### src/hdl/soc_bus_pkg.sv
/*
 * System bus package.
 * Wishbone request and response structs, the peripheral regions,
 * the arbiter states and the sizes of the console address map.
 */

package soc_bus_pkg;

    // ----------------------------------------------------------
    // Sizes and address map
    // ----------------------------------------------------------

    // Byte address. Bit 19 is flash and bits 18:16 pick the region.
    localparam int addr_width = 20;
    localparam int data_width = 32;
    localparam int sel_width = 4;

    // The RAM is word addressed through address bits 9:2.
    localparam int ram_words = 256;
    localparam int ram_index_bits = $clog2(ram_words);

    localparam int pad_buttons = 12;
    localparam int led_width = 8;

    // Register offsets inside the status block.
    localparam logic [3:0] status_frame_off = 4'h0;
    localparam logic [3:0] status_led_off = 4'h4;

    // ----------------------------------------------------------
    // Bus types
    // ----------------------------------------------------------

    typedef struct packed {
        logic cyc;
        logic stb;
        logic we;
        logic [addr_width-1:0] adr;
        logic [data_width-1:0] dat_w;
        logic [sel_width-1:0] sel;
    } bus_req_t;

    typedef struct packed {
        logic [data_width-1:0] dat_r;
        logic ack;
        logic err;
    } bus_rsp_t;

    // Codes follow the region field of the address where one exists.
    typedef enum logic [2:0] {
        region_ram = 3'd0,
        region_status = 3'd2,
        region_pad = 3'd4,
        region_none = 3'd7
    } region_e;

    typedef enum logic [1:0] {
        arb_idle,
        arb_cpu,
        arb_dma
    } arb_state_e;

endpackage

### src/hdl/address_decoder.sv
/*
 * Address decoder for the console bus.
 * Maps the granted address onto one peripheral select and answers
 * accesses outside the map with a Wishbone error.
 */

`timescale 1ns/10ps

module address_decoder (
    input logic clk,
    input logic reset,

    input soc_bus_pkg::bus_req_t bus_req,

    output logic ram_sel,
    output logic status_sel,
    output logic pad_sel,
    output soc_bus_pkg::region_e region,
    output logic dec_err
);
    logic active;

    assign active = bus_req.cyc && bus_req.stb;

    // Flash, video and audio are not part of this system, so their
    // regions fall through to region_none along with 5 to 7.
    always_comb begin
        if (bus_req.adr[soc_bus_pkg::addr_width-1]) begin
            region = soc_bus_pkg::region_none;
        end else begin
            case (bus_req.adr[soc_bus_pkg::addr_width-2 -: 3])
                3'd0: region = soc_bus_pkg::region_ram;
                3'd2: region = soc_bus_pkg::region_status;
                3'd4: region = soc_bus_pkg::region_pad;
                default: region = soc_bus_pkg::region_none;
            endcase
        end
    end

    always_comb begin
        ram_sel = active && (region == soc_bus_pkg::region_ram);
        status_sel = active && (region == soc_bus_pkg::region_status);
        pad_sel = active && (region == soc_bus_pkg::region_pad);
    end

    // ----------------------------------------------------------
    // Error response
    // ----------------------------------------------------------

    // One pulse per unmapped request; it drops with the request.
    always_ff @(posedge clk) begin
        if (reset) begin
            dec_err <= 1'b0;
        end else begin
            dec_err <= active && (region == soc_bus_pkg::region_none) && !dec_err;
        end
    end

endmodule

### config.mk
export PLATFORM = sky130hd
export DESIGN_NAME = address_decoder
export DESIGN_NICKNAME = d
export VERILOG_FILES = /design/src/hdl/soc_bus_pkg.sv /design/src/hdl/address_decoder.sv
export SDC_FILE = /design/constraint.sdc
export NUM_CORES = 1
export LEC_CHECK = 0
export BUFFER_PORTS_ARGS = -buffer_cell sky130_fd_sc_hd__buf_2
export CAP_MARGIN = 20
export CORE_AREA = 3 3 40 42
export DETAILED_ROUTE_END_ITERATION = 8
export DIE_AREA = 0 0 43 45
export MAX_ROUTING_LAYER = met4
export PLACE_DENSITY = 0.62
export SYNTH_ARGS = -nofsm -noshare
export SYNTH_HDL_FRONTEND = slang
export SYNTH_SLANG_ARGS = --single-unit
### constraint.sdc
create_clock -name clk -period 2.3 [get_ports clk]
set_clock_uncertainty 0.2 [all_clocks]
set_input_delay 0.115 -clock clk [delete_from_list [all_inputs] [get_ports clk]]
set_output_delay 0.115 -clock clk [all_outputs]
set_load 0.01 [all_outputs]
==> results.md <==
- Status: complete, no violations
- Pint: 0.0000289 W
- Filler instances: 149
- Post-synth EDFFs: 0
- Commonest cells in the synthesized netlist: nand3_1, nor2_1, or3_4
- Top cell type's share of synthesized area: 24.3%
- Clk slew on worst S/H paths: 0 ns
- Critical Path End Type: primary output
- Final setup viols: 0
- Worst Hold Class: in -> reg
- Uppermost layer routed: met3
- CORE AREA: ~0.0013 mm²
- GPL Wtd Cong: 0.711
- Share of cells above drive strength 1: 72.0%
- Final-stage net count: 88
- Fmax: just over 800 MHz
- Die area: 0.00194 mm²
- DR vias: around 140
- Drt pass-1 iters: 2
- Total negative slack: 0 ns
- Data required, critical path: between 1.5 and 2 ns
- Layout area overhead: 95.9%
- Hold Fails Final Rpt: 0
- Max reg flops: 1
- Primary FF master, synth: dfxtp_1
- Xor/xnor cell area share of the yosys netlist: 0%
- WS Path Type: in -> out
- Remaining antenna violation count after routing: 0
- Fin crit share: 52.9%
- Power share of the combinational group: 52.3%
- Die Wd: 43 µm
- Post-synthesis adder-cell area fraction: 0%
- Vias in the first global route: between 100 and 150
- Synth async-reset ratio: 0%
- Wire per inst: 8.25 µm
- Relative max-transition margin: between 80 and 90%
- Via/cell ratio: about 3.4
- Most flop-heavy register: dec_err
- Remaining DRCs: 0
- Clk pwr share: 0%
- Initial DRC Count: 1
- Initial antenna violation count: 0
- Sw power: 0.0000104 W
- Std cell rows: 13
- Biggest regs: dec_err (1)
- # Max-Cap Violations: 0
- Seq cells post-synth: 1
- RSZ-0062 raised after global routing: no
- Global-route congestion overflow total: 0
- Reg power frac: 47.7%
- Gr usage total: 3.25%
- Net Sw Frac: 26.5%
- Crit path launch type: input pin
- First-pass GRT wire length: 489 µm
- Synth Net Count: 72
- # diodes: 0
- IO Port Bufs: 14
- M1 WL: 142 µm
- Peak supply drop: between 90 and 100 µV
- Register area share after synthesis: 21.6%
- CP Max Fanout: 3
- Die H: 45 µm
- Compound-cell area share of the yosys netlist: 10.8%
- Hold WS: between 0.08 and 0.09 ns
- Max-slew violation count: 0
- Post-CTS setup buffer count: 0
- Hold buffer count at cts: 0
- # IOs: just under 70
- PD cells: between 200 and 250 mW/mm²
- Syn_area_per_cell: 8.42 µm²
- Maximum number of pins on one net before global-route repair: 5
- Met3 Routed Length: 78 µm
- Post-synthesis mux area share: 0%
- Leakage: 0.0826 nW
- Post-synth top area cell: or3_4
- Post_cts resized: 0
- DR WL met2: 109 µm
- Crit path time final: about 1.2 ns
- Final core occ: 14.1%
- Worst-Skew Late Latency: 0 ns
- Critical Path AT: 0.90 ns
- Mapped Area: 92.6 µm²
- Synth warn: 0
- Area contributors post-synth: or3_4, dfxtp_1, a211o_2
- Largest family of logic cells by synthesized area: simple AND/OR/NAND/NOR gates
- Synth Area in Simple Gates: 67.6%
- Initial core utilization: between 7 and 8%
- Count of different cell masters after synthesis: 8
- Detailed placement HPWL: 315 µm
- Total Wirelength: between 300 and 400 µm
- Cell count after synthesis: 11
- Worst slew pin tran: 0.221 ns
-- cells by family (layout without fill, tap and decap cells) --
group	count (synthesis)	in the layout
flops	1	1
simple gates	9	9
buf+inv	0	14
compound gates	1	1
-- area by class of cell --
type                    count  area, µm²  area share [%]
multi-input cells          10       72.6            40.0
flip-flops and latches      1       20.0            11.0
well taps                  15       18.8            10.3
repair buffers             14       70.1            38.6
-- critical path: stages --
cell and delay, ns:
buf_2 0.11, or3_4 0.39, nor3_2 0.14, buf_2 0.14
-- placed cells by master (no fill, tap or decap), drive strengths merged --
cell type | synthesis | final
buf | 0 | 14
or3 | 2 | 2
nand3 | 2 | 2
nor2 | 2 | 2
a211o | 1 | 1
nand2 | 1 | 1
nor3 | 1 | 1
nor4b | 1 | 1
dfxtp | 1 | 1
-- routing by layer --
metal  track usage, %  vias up
li1                 -       71
met1             4.77       51
met2             4.79       14
met3            0.797        0
met4                0        0
met5                -        -
-- through the flow --
step / instances / area [µm²] / power (W) / setup slack, ns
after global placement: 40 / 181 / 0.0000394 / 1.08
after CTS: 40 / 181 / 0.0000397 / 1.08
after global routing: 40 / 181 / 0.0000421 / 1.04
final: 40 / 181 / 0.0000393 / 1.08
after floorplan: 11 / 92.6 / 0.0000268 / 1.24
after detailed placement: 40 / 181 / 0.0000397 / 1.08
-- power groups by stage --
stage | Sequential [W] | Clock, W | Combinational [W]
floorplan | 0.0000191 | 0 | 0.00000776
global placement | 0.0000187 | 0 | 0.0000207
detailed placement | 0.0000187 | 0 | 0.0000209
CTS | 0.0000187 | 0 | 0.0000210
global route | 0.0000188 | 0 | 0.0000234
finish | 0.0000187 | 0 | 0.0000205
-- worst paths after layout --
check,startpoint,endpoint,slack [ns],depth (start not counted)
worst max-delay path,bus_req[53],ram_sel,1.08,4
worst min-delay path,reset,dec_err,0.08,2
worst max register to register,dec_err,dec_err,1.44,1
worst min register to register,dec_err,dec_err,0.21,1
Note: power is estimated with default switching activity, not from simulation.
