==> src/hdl/soc_bus_pkg.sv <==
/*
 * System bus package.
 * Wishbone request and response structs, the peripheral regions,
 * the arbiter states and the sizes of the console address map.
 */

package soc_bus_pkg;

    // ----------------------------------------------------------
    // Sizes and address map
    // ----------------------------------------------------------

    // Byte address. Bit 19 is flash and bits 18:16 pick the region.
    localparam int addr_width = 20;
    localparam int data_width = 32;
    localparam int sel_width = 4;

    // The RAM is word addressed through address bits 9:2.
    localparam int ram_words = 256;
    localparam int ram_index_bits = $clog2(ram_words);

    localparam int pad_buttons = 12;
    localparam int led_width = 8;

    // Register offsets inside the status block.
    localparam logic [3:0] status_frame_off = 4'h0;
    localparam logic [3:0] status_led_off = 4'h4;

    // ----------------------------------------------------------
    // Bus types
    // ----------------------------------------------------------

    typedef struct packed {
        logic cyc;
        logic stb;
        logic we;
        logic [addr_width-1:0] adr;
        logic [data_width-1:0] dat_w;
        logic [sel_width-1:0] sel;
    } bus_req_t;

    typedef struct packed {
        logic [data_width-1:0] dat_r;
        logic ack;
        logic err;
    } bus_rsp_t;

    // Codes follow the region field of the address where one exists.
    typedef enum logic [2:0] {
        region_ram = 3'd0,
        region_status = 3'd2,
        region_pad = 3'd4,
        region_none = 3'd7
    } region_e;

    typedef enum logic [1:0] {
        arb_idle,
        arb_cpu,
        arb_dma
    } arb_state_e;

endpackage

==> src/hdl/pad_port.sv <==
/*
 * Gamepad port.
 * Brings the button lines into the clock domain through two flops
 * and returns them zero-extended on a read.
 */

`timescale 1ns/10ps

module pad_port (
    input logic clk,
    input logic reset,

    input soc_bus_pkg::bus_req_t bus_req,
    input logic sel,
    input logic [soc_bus_pkg::pad_buttons-1:0] pad_buttons_in,
    output soc_bus_pkg::bus_rsp_t rsp
);
    logic [soc_bus_pkg::pad_buttons-1:0] pad_meta;
    logic [soc_bus_pkg::pad_buttons-1:0] pad_sync;
    logic [soc_bus_pkg::data_width-1:0] dat_q;
    logic ack_q;
    logic access;
    logic write_en;

    always_ff @(posedge clk) begin
        if (reset) begin
            pad_meta <= '0;
            pad_sync <= '0;
        end else begin
            pad_meta <= pad_buttons_in;
            pad_sync <= pad_meta;
        end
    end

    assign access = sel && bus_req.cyc && bus_req.stb && !ack_q;

    // Latch-style pads would take their strobe from here.
    assign write_en = access && bus_req.we;

    always_ff @(posedge clk) begin
        if (reset) begin
            ack_q <= 1'b0;
        end else begin
            ack_q <= access;
        end
    end

    // A write returns no data.
    always_ff @(posedge clk) begin
        if (write_en) begin
            dat_q <= '0;
        end else begin
            dat_q <= {{(soc_bus_pkg::data_width-soc_bus_pkg::pad_buttons){1'b0}}, pad_sync};
        end
    end

    assign rsp = '{dat_r: dat_q, ack: ack_q, err: 1'b0};

endmodule

==> config.mk <==
export PLATFORM = sky130hd
export DESIGN_NAME = pad_port
export DESIGN_NICKNAME = d
export VERILOG_FILES = /design/src/hdl/soc_bus_pkg.sv /design/src/hdl/pad_port.sv
export SDC_FILE = /design/constraint.sdc
export NUM_CORES = 1
export LEC_CHECK = 0
export BUFFER_PORTS_ARGS = -buffer_cell sky130_fd_sc_hd__buf_2
export CORE_MARGIN = 10
export CORE_UTILIZATION = 26
export DETAILED_ROUTE_END_ITERATION = 8
export PLACE_DENSITY = 0.65
export SLEW_MARGIN = 10
export SYNTH_ARGS = -nofsm -noshare
export SYNTH_HDL_FRONTEND = slang
export SYNTH_SLANG_ARGS = --single-unit
==> constraint.sdc <==
create_clock -name clk -period 0.85 [get_ports clk]
set_input_delay 0.17 -clock clk [delete_from_list [all_inputs] [get_ports clk]]
set_output_delay 0.17 -clock clk [all_outputs]
set_load 0.05 [all_outputs]
==> summary.md <==
| Metric | Value |
|---|---|
| Final GP Congestion | 0.6405 |
| 1st-iter DRT viols | 16 |
| DRT Wirelength | 1.996 mm |
| Io pins | 108 |
| Worst R2R Setup Slack | -0.1 ns |
| Vias in the first global route | 644 |
| Fillcell total | 449 |
| Leak Pwr | 0.0006827 uW |
| Congestion Overflow GR | 0 |
| Initial antenna violation count | 0 |
| Clock transition at path regs | 0.06 ns |
| Fin area | 0.001550 sq mm |
| Worst EP required | 1.05 ns |
| Worst Hold Class | input port to register |
| Via count | 650 |
| Crit Path Category | register to register |
| Slew Limit Fails | 0 |
| Ys Warns | 0 |
| Reg2reg start | ack_q$_SDFF_PP0_ |
| FF+latch count, synth | 37 |
| Max Cap Viol | 0 |
| Synth-to-layout area growth | 29.33% |
| IO buf count | 30 |
| Post-synthesis sequential area ratio | 61.80% |
| Nets | 208 |
| Min-delay src | pad_buttons_in[7] |
| Critical Path Sink Type | register |
| Cell variety after synth | 11 |
| Final hold vios | 0 |
| Largest fanout on the critical path | 7 |
| Register Area | 759.5 sq um |
| Most frequent cells in the layout | nor2b_1, dfxtp_1, conb_1 |
| H-tree depth | 2 |
| Multi-input logic area | 365.4 sq um |
| Min-Delay Endpoint | pad_meta[7]$_SDFF_PP0_ |
| DIE HEIGHT | 87.90 um |
| Tcrit/Tclk final | 111.5% |
| Crit start category | register |
| Max VDD drop | 637.9 uV |
| Final HPWL DP | 1.479 mm |
| Share of layout cells above drive strength 1 | 39.26% |
| Worst skew pair latency | 0.27 ns |
| Syn avg cell area | 11.75 sq um |
| Rows | 24 |
| Post-CTS Setup Inserts | 0 |
| Worst R2R End | ack_q$_SDFF_PP0_ |
| Post-place setup slack | -0.1283 ns |
| WL/cell | 10.67 um |
| Fin worst setup slack | -0.09760 ns |
| CTS buffer count | 5 |
| N_diodes | 0 |
| Failing checks | setup timing |
| Die Wd | 87.90 um |
| Power per cell area | 2200 mW/mm^2 |
| Non-filler cells, final | 187 |
| Mapped Area | 0.001199 sq mm |
| Die area | 0.007726 sq mm |
| Drt pass-1 iters | 2 |
| Antenna-violating nets left | 0 |
| Peak Freq | 1055 MHz |
| CTS root buf | clkbuf_8 |
| Drt via density | 3.476 |
| Core area | 0.004414 sq mm |
| Clk_skew | 0.002774 ns |
| Final setup viols | 26 |
| Initial Util | 27.15% |
| Status | complete, but fails checks |
| Placed Area | 0.001299 sq mm |
| Clock tree sinks | 37 |
| Largest net degree at the start of global routing | 26 |
| Post-Synthesis Cells | 102 |
| First-pass GRT wire length | 3.049 mm |
| GRT Overall Usage | 5.215% |
| TritonCTS clock tree | built |
| WHS Path Cells | 2 |
| Hold slack | 0.1066 ns |
| Placed cell count | 178 |
| Crit path DAT | 1.15 ns |
| RSZ-0062 raised after global routing | yes |
| Worst reg-to-reg path cell count | 2 |
| Final min period | 0.9476 ns |
| DRC Markers | 0 |
| Max clock buf depth | 2 |
==> registers in the layout (all words and copies together) (netlist names) <==
name / flops
ack_q: 1
dat_q: 12
pad_meta: 12
pad_sync: 12
==> per-stage QoR <==
stage / power (uW) / setup TNS (ns) / utilization [%]
floorplan: 2308 / -0.5874 / -
global placement: 2295 / -0.7516 / 29.42
detailed placement: 2299 / -1.084 / 29.42
CTS: 3453 / -1.814 / 35.03
global route: 3594 / -2.661 / 35.12
finish: 3411 / -1.657 / 35.12
==> cell type report <==
| cell class | count | share of cell area [%] |
|---|---|---|
| clock buffers | 8 | 5.165 |
| multi-input cells | 60 | 23.57 |
| flip-flops and latches | 37 | 48.99 |
| well taps | 52 | 4.197 |
| repair buffers | 30 | 18.08 |
==> how the worst max path moves through the flow <==
stage | from | to | slack (ns) | depth (start not counted)
finish | ack_q$_SDFF_PP0_ | ack_q$_SDFF_PP0_ | -0.1 | 2
detailed placement | ack_q$_SDFF_PP0_ | ack_q$_SDFF_PP0_ | -0.13 | 2
CTS | ack_q$_SDFF_PP0_ | rsp[1] | -0.11 | 1
global route | ack_q$_SDFF_PP0_ | ack_q$_SDFF_PP0_ | -0.14 | 2
floorplan | ack_q$_SDFF_PP0_ | dat_q[10]$_SDFF_PP0_ | -0.06 | 3
global placement | ack_q$_SDFF_PP0_ | dat_q[0]$_SDFF_PP0_ | -0.09 | 2
==> critical path, cell delays in order (launching register included) <==
cell     delay (ns)
dfxtp_4        0.35
and4b_4        0.38
nor2b_4        0.15
==> synth_stat cells <==
cell type / n / area (sq um)
dfxtp_1: 37 / 740.7
nor2b_1: 25 / 156.4
buf_4: 22 / 165.2
a21boi_1: 9 / 67.56
a21boi_0: 2 / 15.01
buf_2: 2 / 10.01
a21boi_2: 1 / 11.26
and4b_4: 1 / 13.76
buf_6: 1 / 11.26
clkbuf_1: 1 / 3.750
conb_1: 1 / 3.750
==> kinds of logic (layout without fill, tap and decap cells) <==
kind of cell	Yosys count	in the layout	synth area share (%)
simple gates	26	27	14.20
compound gates	12	12	7.828
buf+inv	26	38	15.87
other cells	1	21	0.3129
flops	37	37	61.80
==> metal layers <==
metal  global-route usage [%]  share of wire (%)
met5                        0                  0
met4                    4.928                3.2
met3                    2.971                 11
met2                    9.325                 58
met1                    3.712                 28
==> what timing repair did <==
item                       4_1_cts  5_1_grt
resized for setup               56        2
setup endpoints to repair       26       26
pin swaps                        1        0
hold buffers                     0        0
cloned                           1        0
==> where the power goes <==
part	switching, uW	internal, uW	total [uW]
clock network	495	581	1080
logic	360	138	498
registers	23.0	1810	1840
(Power assumes the default switching activity.)
