==> src/hdl/soc_bus_pkg.sv <==
/*
 * System bus package.
 * Wishbone request and response structs, the peripheral regions,
 * the arbiter states and the sizes of the console address map.
 */

package soc_bus_pkg;

    // ----------------------------------------------------------
    // Sizes and address map
    // ----------------------------------------------------------

    // Byte address. Bit 19 is flash and bits 18:16 pick the region.
    localparam int addr_width = 20;
    localparam int data_width = 32;
    localparam int sel_width = 4;

    // The RAM is word addressed through address bits 9:2.
    localparam int ram_words = 256;
    localparam int ram_index_bits = $clog2(ram_words);

    localparam int pad_buttons = 12;
    localparam int led_width = 8;

    // Register offsets inside the status block.
    localparam logic [3:0] status_frame_off = 4'h0;
    localparam logic [3:0] status_led_off = 4'h4;

    // ----------------------------------------------------------
    // Bus types
    // ----------------------------------------------------------

    typedef struct packed {
        logic cyc;
        logic stb;
        logic we;
        logic [addr_width-1:0] adr;
        logic [data_width-1:0] dat_w;
        logic [sel_width-1:0] sel;
    } bus_req_t;

    typedef struct packed {
        logic [data_width-1:0] dat_r;
        logic ack;
        logic err;
    } bus_rsp_t;

    // Codes follow the region field of the address where one exists.
    typedef enum logic [2:0] {
        region_ram = 3'd0,
        region_status = 3'd2,
        region_pad = 3'd4,
        region_none = 3'd7
    } region_e;

    typedef enum logic [1:0] {
        arb_idle,
        arb_cpu,
        arb_dma
    } arb_state_e;

endpackage

==> src/hdl/status_regs.sv <==
/*
 * Status register block.
 * Holds the frame counter, advanced by frame_tick, and the LED
 * register that drives the board LEDs.
 */

`timescale 1ns/10ps

module status_regs (
    input logic clk,
    input logic reset,

    input soc_bus_pkg::bus_req_t bus_req,
    input logic sel,
    input logic frame_tick,
    output soc_bus_pkg::bus_rsp_t rsp,
    output logic [soc_bus_pkg::led_width-1:0] leds
);
    logic [soc_bus_pkg::data_width-1:0] frame_count;
    logic [soc_bus_pkg::led_width-1:0] led_reg;
    logic [soc_bus_pkg::data_width-1:0] dat_q;
    logic ack_q;
    logic access;
    logic [3:0] offset;

    assign offset = bus_req.adr[3:0];
    assign access = sel && bus_req.cyc && bus_req.stb && !ack_q;

    // ----------------------------------------------------------
    // Registers
    // ----------------------------------------------------------

    always_ff @(posedge clk) begin
        if (reset) begin
            frame_count <= '0;
            led_reg <= '0;
            ack_q <= 1'b0;
        end else begin
            ack_q <= access;
            if (frame_tick) begin
                frame_count <= frame_count + 1'b1;
            end
            // The frame counter ignores writes.
            if (access && bus_req.we && offset == soc_bus_pkg::status_led_off) begin
                led_reg <= bus_req.dat_w[soc_bus_pkg::led_width-1:0];
            end
        end
    end

    always_ff @(posedge clk) begin
        case (offset)
            soc_bus_pkg::status_frame_off: dat_q <= frame_count;
            soc_bus_pkg::status_led_off: begin
                dat_q <= {{(soc_bus_pkg::data_width-soc_bus_pkg::led_width){1'b0}}, led_reg};
            end
            default: dat_q <= '0;
        endcase
    end

    assign rsp = '{dat_r: dat_q, ack: ack_q, err: 1'b0};
    assign leds = led_reg;

endmodule

==> config.mk <==
export PLATFORM = sky130hd
export DESIGN_NAME = status_regs
export DESIGN_NICKNAME = d
export VERILOG_FILES = /design/src/hdl/soc_bus_pkg.sv /design/src/hdl/status_regs.sv
export SDC_FILE = /design/constraint.sdc
export NUM_CORES = 1
export LEC_CHECK = 0
export BUFFER_PORTS_ARGS = -buffer_cell sky130_fd_sc_hd__buf_4
export CORE_MARGIN = 3
export CORE_UTILIZATION = 46
export CTS_BUF_LIST = sky130_fd_sc_hd__clkbuf_4
export CTS_CLUSTER_DIAMETER = 100
export DETAILED_ROUTE_END_ITERATION = 10
export PLACE_DENSITY = 0.78
export SLEW_MARGIN = 20
export SYNTH_ARGS = -nofsm -noshare
export SYNTH_HDL_FRONTEND = slang
export SYNTH_SLANG_ARGS = --single-unit
==> constraint.sdc <==
create_clock -name clk -period 1.7 [get_ports clk]
set_input_delay 0.085 -clock clk [delete_from_list [all_inputs] [get_ports clk]]
set_output_delay 0.085 -clock clk [all_outputs]
set_load 0.03 [all_outputs]
==> summary.txt <==
Final layout
  – Multi-input gate area: 1360 µm²
  – Layout cells sized above 1: 38.0%
  – Post-route cell area: 3960 µm²
  – Inserted Diodes: 0
  – Fill cells: 447
  – Layout area overhead: 41.3%
  – Most frequent cells in the layout: buf_4, dfxtp_1, and2_1
  – Post-Layout Cell Count: 475
  – Final Core Density: 69.3%
  – Reg area: 1480 µm²
  – Fin nets: 462
  – Most common cell after layout, fill and taps aside: buf_4

Timing
  – Hold Vio Cnt, Final: 0
  – Final Max Slew Viols: 0
  – Skew final: 0.0143 ns
  – Finish-stage setup viols: 5
  – RSZ-0062 raised after global routing: yes
  – Post-route clock period utilization: 103%
  – Clock period minus worst slack: 1.75 ns
  – Maximum clock rate: 572 MHz
  – Final WS setup: -0.0482 ns

GRT
  – First-pass GRT wire length: 11100 µm
  – Total gr overflow: 0
  – Initial antenna violation count: 0
  – Global Route Usage Sum: 19.3%
  – Largest net degree at the start of global routing: 44
  – Vias in the first global route: 2426

Synth
  – Avg Inst Size Synth: 9.75 µm²
  – Cells after Synth: 287
  – Yosys warning count: 0
  – Post-synth cell types: 36
  – Synth Register Bits: 73
  – Post-synthesis cell area: 2800 µm²
  – Register area share after synthesis: 52.2%
  – Syn_nets: 351
  – Top FF cell, synth: dfxtp_1
  – Post-synth EDFFs: 0
  – Asr flop ratio synth: 0%

Min path
  – Hold_sp: bus_req[57]
  – Min-Delay Path Class: input pin to flop
  – WHS Endpoint: ack_q
  – WHS Path Cells: 3

Worst setup path
  – Worst flop-to-flop path endpoint: frame_count[30]
  – Crit-path max FO: 7
  – Startpoint Class: flop
  – Flop2flop setup slack: -0.05 ns
  – Reg2reg start: frame_count[5]
  – CP required: 2.03 ns
  – CP endpoint kind: flop
  – Crit Path Category: flop to flop
  – R2R depth: 6
  – WP data arrival: 2.08 ns

Power and ir drop
  – Power Total: 2.87 mW
  – Power per cell area: 726 nW/µm²
  – Share of total power in sequential cells: 60.1%
  – Sw frac: 21.7%
  – Clock Power Share: 35.6%
  – Int Pwr: 2.25 mW
  – Peak supply drop: 0.469 mV
  – Logic pwr share: 4.4%
  – Net load switching power: 0.622 mW
  – Lkg Pwr: 1.68 nW

Clock network
  – CTS Buf Count: 9
  – Clock latency on the worst-skew pair: 0.41 ns
  – CTS tree: done
  – Max H-tree Level: 3
  – Clock tree buffer depth: 2
  – CTS root buffer: clkbuf_4
  – Clock sinks: 73
  – CTS clk-pin slew, worst paths: 0.11 ns

Place
  – # placed instances: 442
  – Post-DP HPWL: 4370 µm
  – Pre-CTS WS: -0.0883 ns
  – GPL Wtd Cong: 0.841
  – Port Buffers: 59
  – Post-DP Area: 3590 µm²

Floorplan
  – Die area: 7060 µm²
  – Core area: 5710 µm²
  – Die Wd: 84.0 µm
  – Die height: 84.0 µm
  – Row count: 27
  – I/O pin count: 105
  – Initial Util: 49.0%

Detailed routing
  – Final wirelength: 7000 µm
  – WL/cell: 14.7 µm
  – Drt via density: 5.35
  – Drt pass-1 iters: 4
  – Starting DRT DRC Count: 186
  – DRC: 0
  – Via count: 2539
  – Antenna violation net count after detailed routing: 0

Flow run
  – Number of max-cap violations: 0

Status
  – Failing checks: negative setup slack
  – Status: finished, violations left
-- power by group through the flow --
stage / combinational [mW] / clock (mW) / sequential [mW]
floorplan: 0.0474 / 0 / 1.77
global placement: 0.0995 / 0 / 1.76
detailed placement: 0.103 / 0 / 1.76
CTS: 0.119 / 1.05 / 1.72
global route: 0.136 / 1.11 / 1.73
finish: 0.125 / 1.02 / 1.72
-- metrics by stage --
stage | hold slack (ns) | setup TNS, ns
4_1_cts | 0.0880 | -0.0185
2_1_floorplan | 0.229 | 0
6_report | 0.109 | -0.103
3_3_place_gp | 0.311 | -0.125
5_1_grt | 0.109 | -0.610
3_5_place_dp | 0.322 | -0.424
-- synth_stat cells (2+ instances only) --
cell type	number	share of area (%)
a21oi_1	17	3.0
a22o_1	7	2.2
and2_1	27	6.0
and4_1	7	2.2
buf_2	3	0.54
buf_4	2	0.54
clkbuf_1	9	1.2
dfxtp_1	73	52
inv_1	4	0.54
mux2_2	2	0.80
mux2i_1	9	3.2
nand2_1	14	1.9
nand3_1	10	1.8
nand4_1	11	2.5
nor2_1	23	3.1
nor2b_1	3	0.67
nor3_1	6	1.1
nor4_1	6	1.3
o21ai_0	6	1.1
o31ai_1	10	2.7
or3_1	4	0.89
or4_1	10	2.7
xnor2_1	9	2.8
xor2_1	3	0.94
-- timing repair --
action                                  in CTS  in global routing
pin swaps                                    2                  9
cloned                                       0                  1
endpoints found under the hold margin        9                  0
gates resized for setup                      3                 19
hold buffers                                 9                  0
buffers inserted                             2                  5
endpoints found under the setup margin      10                 11
-- cell type report --
| cell class | count | share of cell area, % |
|---|---|---|
| flip-flops and latches | 73 | 37.3 |
| multi-input cells | 195 | 34.3 |
| repair buffers | 115 | 22.4 |
| well taps | 72 | 2.28 |
| clock buffers | 11 | 2.09 |
| clock inverters | 5 | 1.17 |
| inverters | 4 | 0.380 |
-- logic make-up after synthesis --
group                      synth area share (%)
AOI/OAI and AO/OA                          9.66
DFF                                        52.2
buffers and inverters                      2.95
other                                     0.134
adders and majority gates                 0.447
and+or+nand+nor                            26.8
muxes                                      4.02
xor gates and xnor gates                   3.76
-- worst max-delay path, cell delays in order (launching register included) --
cell and delay [ns]:
dfxtp_2 0.38, buf_4 0.12, and4_1 0.20, nand4_1 0.15, buf_6 0.19, or4_1 0.48, a21oi_1 0.16
-- registers in the layout (all words and copies together), names as in the netlist --
name	flops
frame_count	32
leds	8
ack_q	1
dat_q	32
-- per-layer routing --
layer / track usage (%) / wire (µm)
met5: 0 / 0
met4: 9.06 / 187
met3: 4.84 / 432
met2: 32.0 / 3420
met1: 23.3 / 2950
-- worst max-delay path by stage --
stage	end	slack (ns)	cells past startpoint	start
2_1_floorplan	frame_count[26]	0.01	6	frame_count[1]
3_3_place_gp	frame_count[29]	-0.08	4	frame_count[1]
3_5_place_dp	frame_count[29]	-0.09	4	frame_count[1]
4_1_cts	frame_count[30]	-0.02	5	frame_count[9]
5_1_grt	frame_count[20]	-0.09	7	frame_count[4]
6_report	frame_count[30]	-0.05	6	frame_count[5]
Note: power is estimated with default switching activity, not from simulation.
