<file path="src/hdl/soc_bus_pkg.sv">
/*
 * System bus package.
 * Wishbone request and response structs, the peripheral regions,
 * the arbiter states and the sizes of the console address map.
 */

package soc_bus_pkg;

    // ----------------------------------------------------------
    // Sizes and address map
    // ----------------------------------------------------------

    // Byte address. Bit 19 is flash and bits 18:16 pick the region.
    localparam int addr_width = 20;
    localparam int data_width = 32;
    localparam int sel_width = 4;

    // The RAM is word addressed through address bits 9:2.
    localparam int ram_words = 256;
    localparam int ram_index_bits = $clog2(ram_words);

    localparam int pad_buttons = 12;
    localparam int led_width = 8;

    // Register offsets inside the status block.
    localparam logic [3:0] status_frame_off = 4'h0;
    localparam logic [3:0] status_led_off = 4'h4;

    // ----------------------------------------------------------
    // Bus types
    // ----------------------------------------------------------

    typedef struct packed {
        logic cyc;
        logic stb;
        logic we;
        logic [addr_width-1:0] adr;
        logic [data_width-1:0] dat_w;
        logic [sel_width-1:0] sel;
    } bus_req_t;

    typedef struct packed {
        logic [data_width-1:0] dat_r;
        logic ack;
        logic err;
    } bus_rsp_t;

    // Codes follow the region field of the address where one exists.
    typedef enum logic [2:0] {
        region_ram = 3'd0,
        region_status = 3'd2,
        region_pad = 3'd4,
        region_none = 3'd7
    } region_e;

    typedef enum logic [1:0] {
        arb_idle,
        arb_cpu,
        arb_dma
    } arb_state_e;

endpackage

</file>
<file path="src/hdl/bus_arbiter.sv">
/*
 * Round-robin arbiter for two Wishbone classic masters.
 * Registers the winning request onto the shared bus and returns
 * the shared response to the granted master only.
 */

`timescale 1ns/10ps

module bus_arbiter (
    input logic clk,
    input logic reset,

    input soc_bus_pkg::bus_req_t cpu_req,
    input soc_bus_pkg::bus_req_t dma_req,
    output soc_bus_pkg::bus_rsp_t cpu_rsp,
    output soc_bus_pkg::bus_rsp_t dma_rsp,

    output soc_bus_pkg::bus_req_t bus_req,
    input soc_bus_pkg::bus_rsp_t bus_rsp
);
    soc_bus_pkg::arb_state_e state;
    logic last_cpu;
    logic cpu_want;
    logic dma_want;
    logic pick_cpu;
    logic pick_dma;
    logic done;

    assign cpu_want = cpu_req.cyc && cpu_req.stb;
    assign dma_want = dma_req.cyc && dma_req.stb;

    // On a tie the master that was not served last goes first.
    assign pick_cpu = cpu_want && (!dma_want || !last_cpu);
    assign pick_dma = dma_want && !pick_cpu;

    assign done = bus_rsp.ack || bus_rsp.err;

    always_ff @(posedge clk) begin
        if (reset) begin
            state <= soc_bus_pkg::arb_idle;
            last_cpu <= 1'b0;
            bus_req.cyc <= 1'b0;
            bus_req.stb <= 1'b0;
        end else begin
            case (state)
                soc_bus_pkg::arb_idle: begin
                    if (pick_cpu) begin
                        state <= soc_bus_pkg::arb_cpu;
                        last_cpu <= 1'b1;
                        bus_req <= cpu_req;
                    end else if (pick_dma) begin
                        state <= soc_bus_pkg::arb_dma;
                        last_cpu <= 1'b0;
                        bus_req <= dma_req;
                    end
                end
                default: begin
                    // Hold the grant until the slave ends the cycle.
                    if (done) begin
                        state <= soc_bus_pkg::arb_idle;
                        bus_req.cyc <= 1'b0;
                        bus_req.stb <= 1'b0;
                    end
                end
            endcase
        end
    end

    always_comb begin
        cpu_rsp = bus_rsp;
        dma_rsp = bus_rsp;
        cpu_rsp.ack = bus_rsp.ack && (state == soc_bus_pkg::arb_cpu);
        cpu_rsp.err = bus_rsp.err && (state == soc_bus_pkg::arb_cpu);
        dma_rsp.ack = bus_rsp.ack && (state == soc_bus_pkg::arb_dma);
        dma_rsp.err = bus_rsp.err && (state == soc_bus_pkg::arb_dma);
    end

endmodule

</file>
<file path="config.mk">
export PLATFORM = sky130hd
export DESIGN_NAME = bus_arbiter
export DESIGN_NICKNAME = d
export VERILOG_FILES = /design/src/hdl/soc_bus_pkg.sv /design/src/hdl/bus_arbiter.sv
export SDC_FILE = /design/constraint.sdc
export NUM_CORES = 1
export LEC_CHECK = 0
export ABC_AREA = 0
export ABC_CLOCK_PERIOD_IN_PS = 7100
export BUFFER_PORTS_ARGS = -buffer_cell sky130_fd_sc_hd__buf_2
export CAP_MARGIN = 20
export CORE_MARGIN = 3
export CORE_UTILIZATION = 30
export CTS_BUF_LIST = sky130_fd_sc_hd__clkbuf_8 sky130_fd_sc_hd__clkbuf_16
export DETAILED_ROUTE_END_ITERATION = 10
export GPL_ROUTABILITY_DRIVEN = 0
export PLACE_DENSITY = 0.65
export SKIP_CTS_REPAIR_TIMING = 1
export SLEW_MARGIN = 20
export SYNTH_ARGS = -nofsm -noshare
export SYNTH_HDL_FRONTEND = slang
export SYNTH_SLANG_ARGS = --single-unit
</file>
<file path="constraint.sdc">
create_clock -name clk -period 7.1 [get_ports clk]
set_clock_uncertainty 0.2 [all_clocks]
set_input_delay 0.71 -clock clk [delete_from_list [all_inputs] [get_ports clk]]
set_output_delay 0.71 -clock clk [all_outputs]
set_load 0.005 [all_outputs]
</file>
==> results of run 1 <==
-- flip-flops by register name, indices dropped and copies added (netlist names) --
register and cells:
state 2, bus_req 59, last_cpu 1
-- cells by family (layout without fill, tap and decap cells) --
logic type / after synthesis / after routing / share of synthesized area [%]
buf+inv: 72 / 202 / 17.25
flops: 62 / 62 / 54.89
simple gates: 17 / 17 / 3.298
compound gates: 9 / 9 / 1.706
mux: 57 / 57 / 22.86
-- routing by layer --
metal | global-route usage [%] | share of wire, %
met5 | 0 | 0
met4 | 3.695 | 1.5
met3 | 5.950 | 11
met2 | 25.65 | 57
met1 | 12.57 | 31
-- worst paths after layout --
kind,start,endpoint,slack [ns],depth (start not counted)
setup / recovery,dma_req[57],bus_req[52],4.80,5
hold / removal,bus_req[57],bus_req[57],0.27,2
setup reg to reg,last_cpu,bus_req[52],4.96,4
hold reg to reg,bus_req[57],bus_req[57],0.27,2
-- metrics by stage --
stage / std cells / hold WS, ns / power [mW]
2_1_floorplan: 217 / 0.2467 / 0.5305
3_3_place_gp: 467 / 0.2600 / 0.5585
3_5_place_dp: 467 / 0.2686 / 0.5613
4_1_cts: 483 / 0.2836 / 0.8777
5_1_grt: 483 / 0.3167 / 0.9082
6_report: 483 / 0.2741 / 0.8581
-- final cells by class --
class                   count  area (um^2)
repair buffers            186        935.9
flip-flops and latches     62         1812
well taps                 136        170.2
multi-input cells          83        927.1
clock inverters             7        71.32
fillers                  1033         6469
clock buffers               9        123.9
-- power by group through the flow --
stage	registers (mW)	logic, mW	clock network, mW
final	0.432	0.119	0.308
after CTS	0.432	0.122	0.324
after global routing	0.433	0.131	0.344
after global placement	0.439	0.119	0
after floorplan	0.442	0.0889	0
after detailed placement	0.440	0.121	0
-- placed cells by master, fill, tap and decap left out, drive strengths merged --
cell      count
clkinv        2
inv           3
o22ai         1
clkinvlp      1
or4           1
mux2         57
o2111ai       1
nor2          3
nand3         1
a21oi         5
and3b         4
edfxtp       57
buf         186
nand4         1
dfxtp         5
bufinv        1
clkbuf        9
nand2         6
nor2b         1
a211o         1
o31ai         1
-- worst reg2reg max path, stage by stage, from the launching register on --
cell	delay (ns)
dfxtp_1	0.34
nand3_2	0.08
nor2b_4	0.12
buf_4	0.65
mux2_2	0.50
==> reports/metrics.cfg, run 1 <==
[final_layout]
drive_gt1_share_pct = 75.22
fin_area_um2 = 4040
fin_util_pct = 38.45
final_nets = 496
area_growth_pct = 22.40
num_antenna_cells = 0

[worst_setup_path]
end_kind = flop
cpLargestDelayFamily = buffers and inverters
worst_ep_required_time_ns = 6.97
worstPathCellList = buf_2 -> nand3_2 -> nor2b_4 -> buf_4 -> mux2_2
setup.worst_path.class = input port to flop
crit_slowest_cell = buf_4
slowest_delay_ns = 0.65
cp-start-kind = input port
critPathBufInv = 2
worstPathMaxFanout = 57
worst_ep_arrival_time_ns = 2.17

[yosys]
yosysTopAreaCellShare_pct = 51.86
synth.avg_cell_area_um2 = 15.21
synth_nets = 371
synth_edf_count = 57
synth.ff_latch_count = 62
yosysWarningCount = 0
ys_top_cells_by_area = edfxtp_1, buf_4, mux2_4
syn_area_um2 = 3301
synth_top_area_cell = edfxtp_1
synth.top_cells.by_count = buf_4, edfxtp_1, mux2_4, mux2_2
synth.distinct_cells = 22
synth.most_common_cell = buf_4
synthCells = 217
async_flop_share_pct = 0
ys.flop_type = edfxtp_1
synth_seq_area_share_pct = 54.89

[routing]
drc_errors = 0
drt-total-wl_mm = 8.411
drt_pass1_iterations = 4
drt-initial-drc-count = 43
vias_per_cell = 4.271
ant_nets = 0
avgRoutedWirePerCell_um = 17.41
num_vias = 2063

[clock_network]
clk_latency_ns = 0.32
cts_root_buf = clkbuf_8
clk_pin_slew_ns = 0.07
clock-sinks = 62
cts-buffers-inserted = 9
clk_path_buf_depth = 2
tritoncts = built
cts-htree-levels = 3

[timing]
period_needed_ns = 2.301
fmax_mhz = 434.6
slew_violations = 0
fin_crit_sh_pct = 32.41
fin_ws_ns = 4.799
grt_setup_unrepaired = no
setup_tns_ns = 0
setup_viol = 0
slew_headroom_pct = 39.47
finalHoldViolCount = 0
worst_slew_pin_slew_ns = 0.9080

[die]
rows = 37
die-area_um2 = 12300
start_util_pct = 31.41
fp.dieH_um = 110.9
die_w_um = 110.9
core_um2 = 10510
ioPinCount = 281

[run_status]
status = complete, no violations

[power]
cellLeakagePower_nw = 1.805
ir_drop_mv = 0.09622
power_frac_comb_pct = 13.8
p_switching_mw = 0.1993
swShare_pct = 23.23
powerDensity_nw_per_um2 = 212.4
pwr-share-seq_pct = 50.3
p_int_mw = 0.6588
p_clk_share_pct = 35.9

[global_routing]
overflow = 0
grt_usage_pct = 13.30
first_global_vias = 2152
grt_pass1_wl_mm = 12.69
antenna_found_initial = 0
grt_max_degree = 58

[placement]
post-place-ws_ns = 4.452
io_buffers = 184
placedInstanceArea_um2 = 3845
dp_hpwl_mm = 6.778

[worst_hold_path]
hold_path_class = flop to flop

[flow_run]
maxCapViolCount = 0

Power figures use the tool's default switching activity.
==> run 2, diff against run 1 <==
--- a/config.mk
+++ b/config.mk
@@ -6,7 +6,7 @@
 export NUM_CORES = 1
 export LEC_CHECK = 0
 export ABC_AREA = 0
-export ABC_CLOCK_PERIOD_IN_PS = 7100
+export ABC_CLOCK_PERIOD_IN_PS = 1900
 export BUFFER_PORTS_ARGS = -buffer_cell sky130_fd_sc_hd__buf_2
 export CAP_MARGIN = 20
 export CORE_MARGIN = 3
@@ -14,7 +14,7 @@
 export CTS_BUF_LIST = sky130_fd_sc_hd__clkbuf_8 sky130_fd_sc_hd__clkbuf_16
 export DETAILED_ROUTE_END_ITERATION = 10
 export GPL_ROUTABILITY_DRIVEN = 0
-export PLACE_DENSITY = 0.65
+export PLACE_DENSITY = 0.68
 export SKIP_CTS_REPAIR_TIMING = 1
 export SLEW_MARGIN = 20
 export SYNTH_ARGS = -nofsm -noshare
==> constraint.sdc (replaced) <==
create_clock -name clk -period 1.9 [get_ports clk]
set_clock_uncertainty 0.2 [all_clocks]
set_input_delay 0.19 -clock clk [delete_from_list [all_inputs] [get_ports clk]]
set_output_delay 0.19 -clock clk [all_outputs]
set_load 0.005 [all_outputs]
==> run 2 against run 1 <==
Effect of this change: synthesized area unchanged; synthesized cell count unchanged; the flow now stops in 5_1_grt.
==> reports/metrics.cfg, run 2 <==
[yosys]
synth_top_area_cell = edfxtp_1
yosys.area_share.simple_pct = 3.298  ; unchanged
synth_compound_area_share_pct = 1.706  ; unchanged
synth.most_common_cell = buf_4
synthXorXnorAreaFrac_pct = 0  ; unchanged
synthMuxAreaShare_pct = 22.86  ; unchanged
syn_area_um2 = 3301  ; unchanged
synth_nets = 371  ; unchanged
ys.flop_type = edfxtp_1
synth_seq_area_share_pct = 54.89  ; unchanged
synth.top_cells.by_count = buf_4, edfxtp_1, mux2_4, mux2_2
yosysWarningCount = 0  ; unchanged
synth.ff_latch_count = 62  ; unchanged
async_flop_share_pct = 0  ; unchanged
yosysTopAreaCellShare_pct = 51.86  ; unchanged
synth_edf_count = 57  ; unchanged
ys_top_cells_by_area = edfxtp_1, buf_4, mux2_4
synth_top_family_by_area = multiplexers
synthAdderAreaFrac_pct = 0  ; unchanged
synth.distinct_cells = 22  ; unchanged
synth.avg_cell_area_um2 = 15.21  ; unchanged
synthCells = 217  ; unchanged

[die]
rows = 37  ; unchanged
start_util_pct = 31.41  ; unchanged
ioPinCount = 281  ; unchanged
fp.dieH_um = 110.9  ; unchanged
die_w_um = 110.9  ; unchanged

[run_status]
lastStage = 5_1_grt
status = stopped before the end
error = [ERROR RSZ-0060] Max buffer count reached.

[clock_network]
cts-buffers-inserted = 9  ; unchanged
cts_root_buf = clkbuf_8
cts-htree-levels = 3  ; unchanged
clk_path_buf_depth = 2  ; unchanged
clock-sinks = 62  ; unchanged

[placement]
io_buffers = 184  ; unchanged
dp_hpwl_mm = 6.783  ; about the same
placedInstanceArea_um2 = 3897  ; +1.4%

[global_routing]
grt_max_degree = 41

run 2: cell counts after synthesis:
No cell type changed its count.
run 2: kinds of logic after synthesis:
kind of cell | after synthesis
flops | 62
compound gates | 9
buf+inv | 72
simple gates | 17
mux | 57
run 2: per-stage QoR:
stage	util (%)	hold WS (ns)	setup slack, ns	instances
2_1_floorplan	-	0.05907	-0.3335	217
3_3_place_gp	37.09	0.1801	0.2288	469
3_5_place_dp	37.09	0.1801	0.2020	469
4_1_cts	39.12	-0.1092	0.1913	485
==> run 3, diff against run 2 <==
--- a/config.mk
+++ b/config.mk
@@ -6,15 +6,14 @@
 export NUM_CORES = 1
 export LEC_CHECK = 0
 export ABC_AREA = 0
-export ABC_CLOCK_PERIOD_IN_PS = 1900
+export ABC_CLOCK_PERIOD_IN_PS = 2470
 export BUFFER_PORTS_ARGS = -buffer_cell sky130_fd_sc_hd__buf_2
 export CAP_MARGIN = 20
 export CORE_MARGIN = 3
-export CORE_UTILIZATION = 30
-export CTS_BUF_LIST = sky130_fd_sc_hd__clkbuf_8 sky130_fd_sc_hd__clkbuf_16
+export CORE_UTILIZATION = 20
 export DETAILED_ROUTE_END_ITERATION = 10
 export GPL_ROUTABILITY_DRIVEN = 0
-export PLACE_DENSITY = 0.68
+export PLACE_DENSITY_LB_ADDON = 0.15
 export SKIP_CTS_REPAIR_TIMING = 1
 export SLEW_MARGIN = 20
 export SYNTH_ARGS = -nofsm -noshare
==> constraint.sdc (replaced) <==
create_clock -name clk -period 2.47 [get_ports clk]
set_clock_uncertainty 0.2 [all_clocks]
set_input_delay 0.247 -clock clk [delete_from_list [all_inputs] [get_ports clk]]
set_output_delay 0.247 -clock clk [all_outputs]
set_load 0.005 [all_outputs]
==> run 3 against run 2 <==
Effect of this change: the run now ends clean.
==> reports/metrics.cfg, run 3 (synthesis results as in run 1) <==
[routing]
ant_nets = 0
drt_pass1_iterations = 4
drt-total-wl_mm = 8.629
num_vias = 2179
drc_errors = 0
avgRoutedWirePerCell_um = 14.55
drt-initial-drc-count = 64
vias_per_cell = 3.675

[die]
die-area_um2 = 18080
ioPinCount = 281  ; unchanged
fp.dieH_um = 134.5  ; +21%
die_w_um = 134.5  ; +21%
start_util_pct = 20.63  ; -11 points
core_um2 = 16000
rows = 46  ; +24%

[placement]
io_buffers = 184  ; unchanged
dp_hpwl_mm = 6.601  ; -2.7%
placedInstanceArea_um2 = 3965  ; +1.7%

[worst_setup_path]
slowest_delay_ns = 0.56
setup.worst_path.class = flop to flop
cp-start-kind = flop
worstPathMaxFanout = 57
critPathBufInv = 2
crit_slowest_cell = dlygate4sd3_1
worst_ep_required_time_ns = 2.35
end_kind = flop
worstPathCellList = nand3_2 -> nor2b_4 -> buf_12 -> mux2_2 -> dlygate4sd3_1
worst_ep_arrival_time_ns = 2.21
cpLargestDelayFamily = buffers and inverters

[timing]
slew_headroom_pct = 68.18
setup_viol = 0
period_needed_ns = 2.338
grt_setup_unrepaired = no
fmax_mhz = 427.7
slew_violations = 0
finalHoldViolCount = 0
worst_slew_pin_slew_ns = 0.4773
fin_crit_sh_pct = 94.65
whs_ns = 0.01051
setup_tns_ns = 0

[clock_network]
cts_root_buf = clkbuf_16
cts-buffers-inserted = 9  ; unchanged
cts-htree-levels = 3  ; unchanged
clk_latency_ns = 0.33
clk_pin_slew_ns = 0.06
tritoncts = built
clock-sinks = 62  ; unchanged
clk_path_buf_depth = 2  ; unchanged

[worst_hold_path]
hold_path_class = input port to flop

[final_layout]
area_growth_pct = 37.76
layout.cells.most_common = buf_2
multi_input_area_um2 = 927.1
final_cell_mix = buf_2, edfxtp_1, mux2_4
largest_reg_flops = 59
drive_gt1_share_pct = 69.76
fin_util_pct = 28.42
regArea_um2 = 1812
final_nets = 526
top_regs = bus_req (59), state (2), last_cpu (1)
n_fill_cell = 1698
fin_area_um2 = 4547
num_antenna_cells = 0
regMostFlops = bus_req

[power]
cellLeakagePower_nw = 1.985
powerDensity_nw_per_um2 = 629.4
ir_drop_mv = 0.2797

[flow_run]
maxCapViolCount = 0

[global_routing]
overflow = 0
grt_usage_pct = 8.922
grt_max_degree = 58
grt_pass1_wl_mm = 11.92
first_global_vias = 2059
antenna_found_initial = 0

[run_status]
status = complete, no violations

run 3: path summary, 6_finish.rpt:
check	startpoint	endpoint	slack, ns	cells past startpoint
hold reg to reg	bus_req[58]	bus_req[58]	0.26	2
hold / removal	dma_req[54]	bus_req[54]	0.01	2
setup / recovery	last_cpu	bus_req[56]	0.13	5
setup reg to reg	last_cpu	bus_req[56]	0.13	5
run 3: report_power, final:
group | internal [mW] | switching [mW] | total (mW) | leakage (nW)
clock network | 0.778 | 0.459 | 1.24 | 0.146
registers | 1.22 | 0.0163 | 1.24 | 0.570
logic | 0.240 | 0.146 | 0.386 | 1.27
run 3: worst reg2reg max path: cells and delay by family (launching register included):
kind,cells,cell delay (ns)
buf+inv,2,0.90
mux,1,0.41
flops,1,0.33
simple gates,2,0.24
run 3: per-layer routing:
| layer | GRT usage [%] | part of all wire [%] | vias up |
|---|---|---|---|
| li1 | - | - | 1035 |
| met1 | 8.517 | 34 | 959 |
| met2 | 15.06 | 50 | 157 |
| met3 | 5.328 | 13 | 28 |
| met4 | 4.751 | 3.0 | 0 |
| met5 | 0 | 0 | - |
run 3: final cells by class:
cell class	instances	share of cell area, %
flip-flops and latches	62	39.85
repair buffers	216	27.41
clock inverters	6	1.376
clock buffers	10	5.036
multi-input cells	83	20.39
well taps	216	5.944
run 3: through the flow:
step,worst slack (ns),std cells,total power [mW]
6_report,0.1321,593,2.862
5_1_grt,0.04531,593,3.025
4_1_cts,0.6004,564,2.893
3_5_place_dp,0.5545,548,1.616
3_3_place_gp,0.5576,548,1.615
2_1_floorplan,0.2324,217,1.523
